[src/verilog/core_settings.svh]
// Core settings
// Global sizes and pipeline latency shared by the
// RTL and the testbench

`ifndef CORE_SETTINGS_SVH
`define CORE_SETTINGS_SVH

`define CORE_XLEN       32  // Data word width
`define CORE_NREGS      32  // Architectural registers

// Strobe edge to wbStrobe, in cycles
`define CORE_WB_LATENCY 5

`endif
[src/verilog/isaPkg.sv]
// isaPkg
// Instruction encoding for the MIPS-like subset. Field types,
// opcode and function codes, and the ALU operation codes

`include "core_settings.svh"

package isaPkg;

    typedef logic [`CORE_XLEN-1:0]          wordT;
    typedef logic [$clog2(`CORE_NREGS)-1:0] regAddrT;
    typedef logic [31:0]                    instrT;
    typedef logic [5:0]                     opcodeT;
    typedef logic [5:0]                     functT;
    typedef logic [15:0]                    immT;
    typedef logic [3:0]                     aluOpT;

    // Opcodes ------------------------------
    localparam opcodeT OP_RTYPE = 6'h00;
    localparam opcodeT OP_ADDI  = 6'h08;
    localparam opcodeT OP_SLTI  = 6'h0A;
    localparam opcodeT OP_ANDI  = 6'h0C;
    localparam opcodeT OP_ORI   = 6'h0D;
    localparam opcodeT OP_XORI  = 6'h0E;
    localparam opcodeT OP_LUI   = 6'h0F;

    // R-type function field ----------------
    localparam functT FN_ADD = 6'h20;
    localparam functT FN_SUB = 6'h22;
    localparam functT FN_AND = 6'h24;
    localparam functT FN_OR  = 6'h25;
    localparam functT FN_XOR = 6'h26;
    localparam functT FN_NOR = 6'h27;
    localparam functT FN_SLT = 6'h2A;

    // ALU operations
    localparam aluOpT ALU_ADD = 4'd0;
    localparam aluOpT ALU_SUB = 4'd1;
    localparam aluOpT ALU_AND = 4'd2;
    localparam aluOpT ALU_OR  = 4'd3;
    localparam aluOpT ALU_XOR = 4'd4;
    localparam aluOpT ALU_NOR = 4'd5;
    localparam aluOpT ALU_SLT = 4'd6;
    localparam aluOpT ALU_LUI = 4'd7;  // Immediate into upper half

endpackage

[src/verilog/pipePkg.sv]
// pipePkg
// Payloads carried between pipeline stages and the
// operand source select used by forwarding

package pipePkg;

    // Operand source for E1 ----------------
    typedef logic [1:0] fwdSelT;

    localparam fwdSelT FWD_REG = 2'b00;  // Value captured in decode
    localparam fwdSelT FWD_E2  = 2'b01;
    localparam fwdSelT FWD_M   = 2'b10;
    localparam fwdSelT FWD_W   = 2'b11;

    // Decoded instruction, D to E1
    typedef struct packed {
        logic            valid;
        isaPkg::aluOpT   aluOp;
        logic            useImm;    // Operand B from imm
        isaPkg::wordT    imm;       // Already extended
        isaPkg::regAddrT rsAddr;
        isaPkg::regAddrT rtAddr;
        isaPkg::wordT    rsData;
        isaPkg::wordT    rtData;
        logic            writeEn;   // Low for rd 0 or unknown code
        isaPkg::regAddrT destAddr;
    } decodedOpT;

    // Result carried through E2, M and W
    typedef struct packed {
        logic            valid;
        logic            writeEn;
        isaPkg::regAddrT destAddr;
        isaPkg::wordT    data;
    } resultT;

endpackage

[src/verilog/pipeCore.sv]
// pipeCore
// Five-stage in-order integer core. D, E1, E2, M, W with
// full forwarding, so the pipeline never stalls

`timescale 1ns/1ps
`include "core_settings.svh"

module pipeCore (
    input  logic            clock,
    input  logic            arstN,
    input  logic            inStrobe,
    input  isaPkg::instrT   inInstr,
    output logic            wbStrobe,
    output isaPkg::regAddrT wbAddr,
    output isaPkg::wordT    wbData
);
    import isaPkg::*;
    import pipePkg::*;

    regAddrT   decRsAddr;
    regAddrT   decRtAddr;
    wordT      rfDataA;
    wordT      rfDataB;
    logic      bypassA;
    logic      bypassB;
    fwdSelT    fwdSelA;
    fwdSelT    fwdSelB;
    decodedOpT exOp;
    resultT    e2Res;
    resultT    mRes;
    resultT    wRes;

    decodeStage u_decode (
        .clock(clock), .arstN(arstN), .inStrobe(inStrobe), .inInstr(inInstr),
        .rsAddr(decRsAddr), .rtAddr(decRtAddr), .rsData(rfDataA), .rtData(rfDataB),
        .bypassA(bypassA), .bypassB(bypassB), .wData(wRes.data), .exOp(exOp)
    );

    executeStage u_execute (
        .clock(clock), .arstN(arstN), .exOp(exOp), .fwdSelA(fwdSelA), .fwdSelB(fwdSelB),
        .mData(mRes.data), .wData(wRes.data), .e2Res(e2Res)
    );

    resultStage u_result (
        .clock(clock), .arstN(arstN), .e2Res(e2Res), .mRes(mRes), .wRes(wRes),
        .wbStrobe(wbStrobe), .wbAddr(wbAddr), .wbData(wbData)
    );

    // W write port is the writeback report itself
    regFile u_regs (
        .clock(clock), .arstN(arstN), .rdAddrA(decRsAddr), .rdAddrB(decRtAddr),
        .rdDataA(rfDataA), .rdDataB(rfDataB),
        .wrEn(wbStrobe), .wrAddr(wbAddr), .wrData(wbData)
    );

    forwardUnit u_forward (
        .decRsAddr(decRsAddr), .decRtAddr(decRtAddr), .exOp(exOp),
        .e2Res(e2Res), .mRes(mRes), .wRes(wRes),
        .fwdSelA(fwdSelA), .fwdSelB(fwdSelB), .bypassA(bypassA), .bypassB(bypassB)
    );

    // Every writeback traces back to a strobe exactly one latency earlier
    a_wbLatency: assert property (@(posedge clock) disable iff (!arstN)
        wbStrobe |-> $past(inStrobe, `CORE_WB_LATENCY))
        else $error("pipeCore: writeback without matching strobe");

endmodule

[src/verilog/resultStage.sv]
// resultStage
// Carries results through the M and W stages. W drives the
// register file write and the writeback report

`timescale 1ns/1ps

module resultStage (
    input  logic            clock,
    input  logic            arstN,
    input  pipePkg::resultT e2Res,
    output pipePkg::resultT mRes,
    output pipePkg::resultT wRes,
    output logic            wbStrobe,
    output isaPkg::regAddrT wbAddr,
    output isaPkg::wordT    wbData
);
    import pipePkg::*;

    always_ff @(posedge clock or negedge arstN)
    begin
        if (!arstN)
        begin
            mRes <= '0;
            wRes <= '0;
        end
        else
        begin
            mRes <= e2Res;
            wRes <= mRes;
        end
    end

    assign wbStrobe = wRes.valid && wRes.writeEn;   // Decode already dropped rd 0
    assign wbAddr   = wRes.destAddr;
    assign wbData   = wRes.data;

    a_noWbZero: assert property (@(posedge clock) disable iff (!arstN)
        wbStrobe |-> (wbAddr != '0))
        else $error("resultStage: writeback to register 0");

endmodule

[src/verilog/executeStage.sv]
// executeStage
// E1 operand selection from the decode value or a forwarded
// result, followed by the ALU. The result is registered
// into E2

`timescale 1ns/1ps
`include "core_settings.svh"

module executeStage (
    input  logic               clock,
    input  logic               arstN,
    input  pipePkg::decodedOpT exOp,
    input  pipePkg::fwdSelT    fwdSelA,
    input  pipePkg::fwdSelT    fwdSelB,
    input  isaPkg::wordT       mData,
    input  isaPkg::wordT       wData,
    output pipePkg::resultT    e2Res
);
    import isaPkg::*;
    import pipePkg::*;

    wordT opA;
    wordT srcB;     // Register side of operand B
    wordT opB;
    wordT aluOut;

    // Operand muxes ------------------------
    always_comb
    begin
        case (fwdSelA)
            FWD_E2:  opA = e2Res.data;
            FWD_M:   opA = mData;
            FWD_W:   opA = wData;
            default: opA = exOp.rsData;
        endcase

        case (fwdSelB)
            FWD_E2:  srcB = e2Res.data;
            FWD_M:   srcB = mData;
            FWD_W:   srcB = wData;
            default: srcB = exOp.rtData;
        endcase
    end

    assign opB = exOp.useImm ? exOp.imm : srcB;

    // ALU ----------------------------------
    always_comb
    begin
        case (exOp.aluOp)
            ALU_ADD: aluOut = opA + opB;
            ALU_SUB: aluOut = opA - opB;
            ALU_AND: aluOut = opA & opB;
            ALU_OR:  aluOut = opA | opB;
            ALU_XOR: aluOut = opA ^ opB;
            ALU_NOR: aluOut = ~(opA | opB);
            ALU_SLT: aluOut = wordT'($signed(opA) < $signed(opB));   // Signed compare
            ALU_LUI: aluOut = {opB[15:0], {(`CORE_XLEN-16){1'b0}}};
            default: aluOut = '0;
        endcase
    end

    // E1 to E2 register
    always_ff @(posedge clock or negedge arstN)
    begin
        if (!arstN)
        begin
            e2Res <= '0;
        end
        else
        begin
            e2Res.valid    <= exOp.valid;
            e2Res.writeEn  <= exOp.writeEn;
            e2Res.destAddr <= exOp.destAddr;
            e2Res.data     <= aluOut;
        end
    end

endmodule

[src/verilog/decodeStage.sv]
// decodeStage
// Holds the strobed instruction for one cycle, splits its
// fields, maps opcode and function to an ALU operation and
// reads the operands, taking W data on a bypass. The decoded
// op is registered into E1

`timescale 1ns/1ps
`include "core_settings.svh"

module decodeStage (
    input  logic               clock,
    input  logic               arstN,
    input  logic               inStrobe,
    input  isaPkg::instrT      inInstr,
    output isaPkg::regAddrT    rsAddr,
    output isaPkg::regAddrT    rtAddr,
    input  isaPkg::wordT       rsData,
    input  isaPkg::wordT       rtData,
    input  logic               bypassA,
    input  logic               bypassB,
    input  isaPkg::wordT       wData,
    output pipePkg::decodedOpT exOp
);
    import isaPkg::*;
    import pipePkg::*;

    logic      dValid;
    instrT     dInstr;
    opcodeT    opcode;
    functT     funct;
    regAddrT   rdAddr;
    immT       imm16;
    logic      known;   // Legal opcode and function
    decodedOpT dOp;

    // D register ---------------------------
    always_ff @(posedge clock or negedge arstN)
    begin
        if (!arstN)
            dValid <= 1'b0;
        else
            dValid <= inStrobe;
    end

    always_ff @(posedge clock)
    begin
        if (inStrobe)
            dInstr <= inInstr;
    end

    assign opcode = dInstr[31:26];
    assign rsAddr = dInstr[25:21];
    assign rtAddr = dInstr[20:16];
    assign rdAddr = dInstr[15:11];
    assign funct  = dInstr[5:0];
    assign imm16  = dInstr[15:0];

    // Decode -------------------------------
    always_comb
    begin
        known        = 1'b1;
        dOp          = '0;
        dOp.valid    = dValid;
        dOp.rsAddr   = rsAddr;
        dOp.rtAddr   = rtAddr;
        dOp.rsData   = bypassA ? wData : rsData;
        dOp.rtData   = bypassB ? wData : rtData;
        dOp.useImm   = 1'b1;   // I-type unless R-type below
        dOp.destAddr = rtAddr;
        dOp.imm      = {{(`CORE_XLEN-16){imm16[15]}}, imm16};
        dOp.aluOp    = ALU_ADD;

        case (opcode)
            OP_RTYPE:
            begin
                dOp.useImm   = 1'b0;
                dOp.destAddr = rdAddr;
                case (funct)
                    FN_ADD:  dOp.aluOp = ALU_ADD;
                    FN_SUB:  dOp.aluOp = ALU_SUB;
                    FN_AND:  dOp.aluOp = ALU_AND;
                    FN_OR:   dOp.aluOp = ALU_OR;
                    FN_XOR:  dOp.aluOp = ALU_XOR;
                    FN_NOR:  dOp.aluOp = ALU_NOR;
                    FN_SLT:  dOp.aluOp = ALU_SLT;
                    default: known = 1'b0;
                endcase
            end
            OP_ADDI: dOp.aluOp = ALU_ADD;
            OP_SLTI: dOp.aluOp = ALU_SLT;
            OP_ANDI:
            begin
                dOp.aluOp = ALU_AND;
                dOp.imm   = wordT'(imm16);  // Logical ops zero extend
            end
            OP_ORI:
            begin
                dOp.aluOp = ALU_OR;
                dOp.imm   = wordT'(imm16);
            end
            OP_XORI:
            begin
                dOp.aluOp = ALU_XOR;
                dOp.imm   = wordT'(imm16);
            end
            OP_LUI:
            begin
                dOp.aluOp = ALU_LUI;
                dOp.imm   = wordT'(imm16);
            end
            default: known = 1'b0;
        endcase

        dOp.writeEn = dValid && known && (dOp.destAddr != '0);
    end

    // D to E1 register
    always_ff @(posedge clock or negedge arstN)
    begin
        if (!arstN)
            exOp <= '0;
        else
            exOp <= dOp;
    end

endmodule

[src/verilog/forwardUnit.sv]
// forwardUnit
// Hazard detection for the E1 operands and the decode read.
// E1 takes the youngest pending write, E2 before M before W.
// Decode takes W data when it reads the register W is writing

`timescale 1ns/1ps

module forwardUnit (
    input  isaPkg::regAddrT    decRsAddr,
    input  isaPkg::regAddrT    decRtAddr,
    input  pipePkg::decodedOpT exOp,
    input  pipePkg::resultT    e2Res,
    input  pipePkg::resultT    mRes,
    input  pipePkg::resultT    wRes,
    output pipePkg::fwdSelT    fwdSelA,
    output pipePkg::fwdSelT    fwdSelB,
    output logic               bypassA,
    output logic               bypassB
);
    import isaPkg::*;
    import pipePkg::*;

    // True when the stage holds a real write to addr
    // writeEn is already low for destination 0
    function automatic logic writes(resultT res, regAddrT addr);
        return res.valid && res.writeEn && (res.destAddr == addr);
    endfunction

    always_comb
    begin
        fwdSelA = FWD_REG;
        fwdSelB = FWD_REG;

        if (writes(e2Res, exOp.rsAddr))
            fwdSelA = FWD_E2;
        else if (writes(mRes, exOp.rsAddr))
            fwdSelA = FWD_M;
        else if (writes(wRes, exOp.rsAddr))
            fwdSelA = FWD_W;

        if (writes(e2Res, exOp.rtAddr))
            fwdSelB = FWD_E2;
        else if (writes(mRes, exOp.rtAddr))
            fwdSelB = FWD_M;
        else if (writes(wRes, exOp.rtAddr))
            fwdSelB = FWD_W;

        bypassA = writes(wRes, decRsAddr);  // Regfile write lands at end of cycle
        bypassB = writes(wRes, decRtAddr);
    end

    // No source select ever points at register 0
    always_comb
    begin
        assert (!(((fwdSelA != FWD_REG) && (exOp.rsAddr == '0)) ||
                  ((fwdSelB != FWD_REG) && (exOp.rtAddr == '0)) ||
                  (bypassA && (decRsAddr == '0)) || (bypassB && (decRtAddr == '0))))
            else $error("forwardUnit: forward raised for register 0");
    end

endmodule

[src/verilog/regFile.sv]
// regFile
// Register file with two combinational read ports and
// one write port. Register 0 is never written

`timescale 1ns/1ps
`include "core_settings.svh"

module regFile (
    input  logic            clock,
    input  logic            arstN,
    input  isaPkg::regAddrT rdAddrA,
    input  isaPkg::regAddrT rdAddrB,
    output isaPkg::wordT    rdDataA,
    output isaPkg::wordT    rdDataB,
    input  logic            wrEn,
    input  isaPkg::regAddrT wrAddr,
    input  isaPkg::wordT    wrData
);
    import isaPkg::*;

    wordT regs [`CORE_NREGS];

    always_ff @(posedge clock or negedge arstN)
    begin
        if (!arstN)
        begin
            for (int i = 0; i < `CORE_NREGS; i++)
                regs[i] <= '0;
        end
        else if (wrEn && (wrAddr != '0))  // Register 0 stays zero
            regs[wrAddr] <= wrData;
    end

    assign rdDataA = regs[rdAddrA];
    assign rdDataB = regs[rdAddrB];

    // Register 0 reads zero on both ports at all times
    a_zeroReg: assert property (@(posedge clock) disable iff (!arstN)
        ((rdAddrA == '0) |-> (rdDataA == '0)) and ((rdAddrB == '0) |-> (rdDataB == '0)))
        else $error("regFile: register 0 read nonzero");

endmodule

[config.mk]
export PLATFORM = sky130hd
export DESIGN_NAME = pipeCore
export DESIGN_NICKNAME = d
export VERILOG_FILES = /design/src/verilog/isaPkg.sv /design/src/verilog/pipePkg.sv /design/src/verilog/pipeCore.sv /design/src/verilog/resultStage.sv /design/src/verilog/executeStage.sv /design/src/verilog/decodeStage.sv /design/src/verilog/forwardUnit.sv /design/src/verilog/regFile.sv
export VERILOG_INCLUDE_DIRS = /design/src /design/src/verilog
export SDC_FILE = /design/constraint.sdc
export NUM_CORES = 2
export LEC_CHECK = 0
export BUFFER_PORTS_ARGS = -buffer_cell sky130_fd_sc_hd__buf_2
export CELL_PAD_IN_SITES_DETAIL_PLACEMENT = 0
export CELL_PAD_IN_SITES_GLOBAL_PLACEMENT = 1
export CORE_ASPECT_RATIO = 0.7
export CORE_UTILIZATION = 49
export DETAILED_ROUTE_END_ITERATION = 7
export PLACE_DENSITY = 0.88
export SKIP_CTS_REPAIR_TIMING = 1
export SLEW_MARGIN = 40
export SYNTH_ARGS = -nofsm -noshare
export SYNTH_HDL_FRONTEND = slang
export SYNTH_SLANG_ARGS = --single-unit
[constraint.sdc]
create_clock -name clock -period 4.9 [get_ports clock]
set_clock_uncertainty 0.05 [all_clocks]
set_input_delay 1.225 -clock clock [delete_from_list [all_inputs] [get_ports clock]]
set_output_delay 1.225 -clock clock [all_outputs]
set_load 0.01 [all_outputs]
==> impl_metrics.env <==
export IMPL_synth_seq_area_share_pct=46.5
export IMPL_finalCriticalPeriod_ns=5.11
export IMPL_grt_start_max_net_pins=126
export IMPL_ant_nets=0
export IMPL_rsz0062_at_grt="yes"
export IMPL_critical_path_buf_inv_count=5
export IMPL_crit_start="u_decode.exOp[71]"
export IMPL_status="finished, violations left"
export IMPL_finalSetupTns_ns=-0.794
export IMPL_critPathMaxFanout=5
export IMPL_cts_max_level=3
export IMPL_cts_root_buf="clkbuf_16"
export IMPL_clock_sinks=1276
export IMPL_setup_viol=10
export IMPL_slowest_delay_ns=0.52
export IMPL_postSynthNetCount=5070
export IMPL_period_share_pct=104
export IMPL_crit_required_ns=5.52
export IMPL_dp_cells=6737
export IMPL_synth_most_common_cell="dfrtp_1"
export IMPL_coreArea_sq_um=139000
export IMPL_yosysWarnings=0
export IMPL_antenna_found_initial=3
export IMPL_drt_first_pass_iters=8
export IMPL_total_power_mw=24.3
export IMPL_nets=5176
export IMPL_numCtsBuffers=114
export IMPL_grt_pass1_vias=47507
export IMPL_hp_class="reg -> reg"
export IMPL_dp_hpwl_microns=133000
export IMPL_finalHoldViolCount=0
export IMPL_utilization_pct=56.5
export IMPL_clk_pin_slew_ns=0.08
export IMPL_maxCapViolCount=0
export IMPL_syn_to_final_growth_pct=13.6
export IMPL_p_per_area_nw_per_um2=309
export IMPL_synth_area_leader_cell="dfrtp_1"
export IMPL_slew_headroom_pct=39.0
export IMPL_place_area_sq_um=73500
export IMPL_place_gp_congestion=1.02
export IMPL_ctsLongestPathBuffers=3
export IMPL_syn_avg_cell_area_sq_um=14.0
export IMPL_postSynthCellCount=4935
export IMPL_start_util_pct=49.7
export IMPL_synthArstFlopShare_pct=97.5
export IMPL_portBuffers=72
export IMPL_wl_per_cell_microns=31.0
export IMPL_die_y_microns=316
export IMPL_grt_overflow=0
export IMPL_worstReg2RegStart="u_decode.exOp[71]"
export IMPL_setup_worst_path_start_class="flop"
export IMPL_synth_enable_flop_cells=32
export IMPL_hp_start="u_decode.exOp[117]"
export IMPL_fin_cells=6990
export IMPL_synthesis_area_sq_um=69000
export IMPL_worst_slack_ns=-0.210
export IMPL_avgViaCountPerCell=6.77
export IMPL_grt_use_total_pct=30.4
export IMPL_rows=114
export IMPL_worstSetupPathType="reg -> reg"
export IMPL_die_area_sq_um=142000
export IMPL_timing_fmax_ghz=0.196
export IMPL_drv_slew=0
export IMPL_grt_pass1_wl_microns=322000
export IMPL_ir_drop_uv=333
export IMPL_ys_ff_latch=1276
export IMPL_num_io_pins=73
export IMPL_critPathSlowestCell="or4_1"
export IMPL_n_fill_cell=10778
export IMPL_crit_family="compound AO/OA/AOI/OAI gates"
export IMPL_crit_arrival_ns=5.73
export IMPL_yosys_area_top_type_share_pct=45.1
export IMPL_drive_above_1_share_pct=47.6
export IMPL_tritoncts="built"
export IMPL_final_area_sq_um=78500
export IMPL_end_kind="flop"
export IMPL_failed_checks="DRC, setup timing"
export IMPL_die_width_microns=451
export IMPL_synth_area_leaders="dfrtp_1, mux4_2, mux2_2"
export IMPL_tightest_slew_ns=0.915
export IMPL_insertion_delay_ns=0.75
export IMPL_drc=8
export IMPL_via_count=47329
export IMPL_synth_cell_types=94
export IMPL_synth_ff_type="dfrtp_1"
export IMPL_synth_commonest_cells="dfrtp_1, mux2_2, mux4_2"
export IMPL_drt_iter0_markers=6435
export IMPL_wirelength_microns=216000
export IMPL_leakagePower_nw=35.6
## path summary, 6_finish.rpt
| kind | to | cells past startpoint | slack, ns |
|---|---|---|---|
| min in group asynchronous | u_regs.regs[347] | 1 | 0.31 |
| hold reg to reg | u_execute.e2Res[38] | 0 | 0.29 |
| hold / removal | u_execute.e2Res[38] | 0 | 0.29 |
| setup / recovery | u_execute.e2Res[26] | 26 | -0.21 |
| max in group asynchronous | u_regs.regs[531] | 3 | 3.04 |
| setup reg to reg | u_execute.e2Res[26] | 26 | -0.21 |
## power breakdown
group          internal (mW)  switching, mW  total, mW
registers               11.0          0.420       11.4
clock network           5.24           4.23       9.48
logic                   1.35           2.02       3.37
## worst register-to-register path, stage by stage, from the launching register on
cell and delay (ns):
dfrtp_1 0.43, buf_6 0.14, xor2_1 0.15, nor2_1 0.20, nand3_4 0.22, buf_6 0.20, and3_4 0.17, a211oi_2 0.20
a21oi_1 0.06, nor2_1 0.14, a21oi_2 0.06, inv_2 0.10, buf_6 0.10, ha_4 0.12, inv_2 0.03, fa_2 0.34
nor2b_4 0.14, o21ai_1 0.13, o211ai_1 0.17, a32oi_2 0.27, a21o_1 0.25, a211o_1 0.20, a21oi_2 0.10, a221oi_2 0.37
a21oi_2 0.10, or4_1 0.52, nand3_1 0.08
## state kept, by name (all words and copies together), names as in the netlist
| register | cells |
|---|---|
| u_result.wbData | 32 |
| u_decode.dInstr | 32 |
| u_execute.e2Res | 39 |
| u_regs.regs | 1024 |
| u_decode.exOp | 102 |
| u_decode.dValid | 1 |
| u_result.mRes | 39 |
| u_result.wbAddr | 5 |
| u_result.wRes | 2 |
## logic make-up (layout without fill, tap and decap cells)
kind of cell / after synthesis / count (layout) / synth area share [%]
and+or+nand+nor: 512 / 512 / 3.32
adders and majority gates: 101 / 101 / 1.85
DFF: 1276 / 1276 / 46.5
buffers and inverters: 642 / 840 / 3.76
AOI/OAI and AO/OA: 667 / 667 / 6.18
other: 0 / 1 / 0
xor gates and xnor gates: 51 / 51 / 0.658
muxes: 1686 / 1686 / 37.8
## per-layer routing
| layer | GRT usage [%] | up-vias | part of all wire (%) |
|---|---|---|---|
| li1 | - | 18901 | - |
| met1 | 43.7 | 25050 | 40 |
| met2 | 44.6 | 2819 | 44 |
| met3 | 8.53 | 553 | 12 |
| met4 | 10.7 | 6 | 3.9 |
| met5 | 0.456 | - | 0.055 |
## cell usage in the layout (no fill, tap or decap), types with 109 or more instances in the layout
cell       count
o21ai_0      146
nand2_1      173
mux2i_1      109
nor2_1       161
a21oi_1      180
dfrtp_1     1243
mux2_2       934
buf_4        357
clkbuf_16    117
mux4_2       641
## metrics by stage
step / hold WS (ns) / worst slack (ns)
after floorplan: 0.281 / 0.0179
after global placement: 0.283 / -0.226
after detailed placement: 0.285 / -0.340
after CTS: 0.300 / -0.385
after global routing: 0.299 / -0.366
final: 0.294 / -0.210
## area by class of cell
| class | count | area, sq um | area share, % |
|---|---|---|---|
| multi-input cells | 3017 | 35200 | 44.9 |
| flip-flops and latches | 1276 | 32100 | 40.9 |
| repair buffers | 516 | 4510 | 5.74 |
| clock buffers | 167 | 3360 | 4.28 |
| well taps | 1856 | 2320 | 2.96 |
| clock inverters | 41 | 532 | 0.678 |
| inverters | 116 | 438 | 0.558 |
| diodes | 1 | 2.50 | 0.00319 |
No activity file was read; power rests on OpenSTA's default activity.
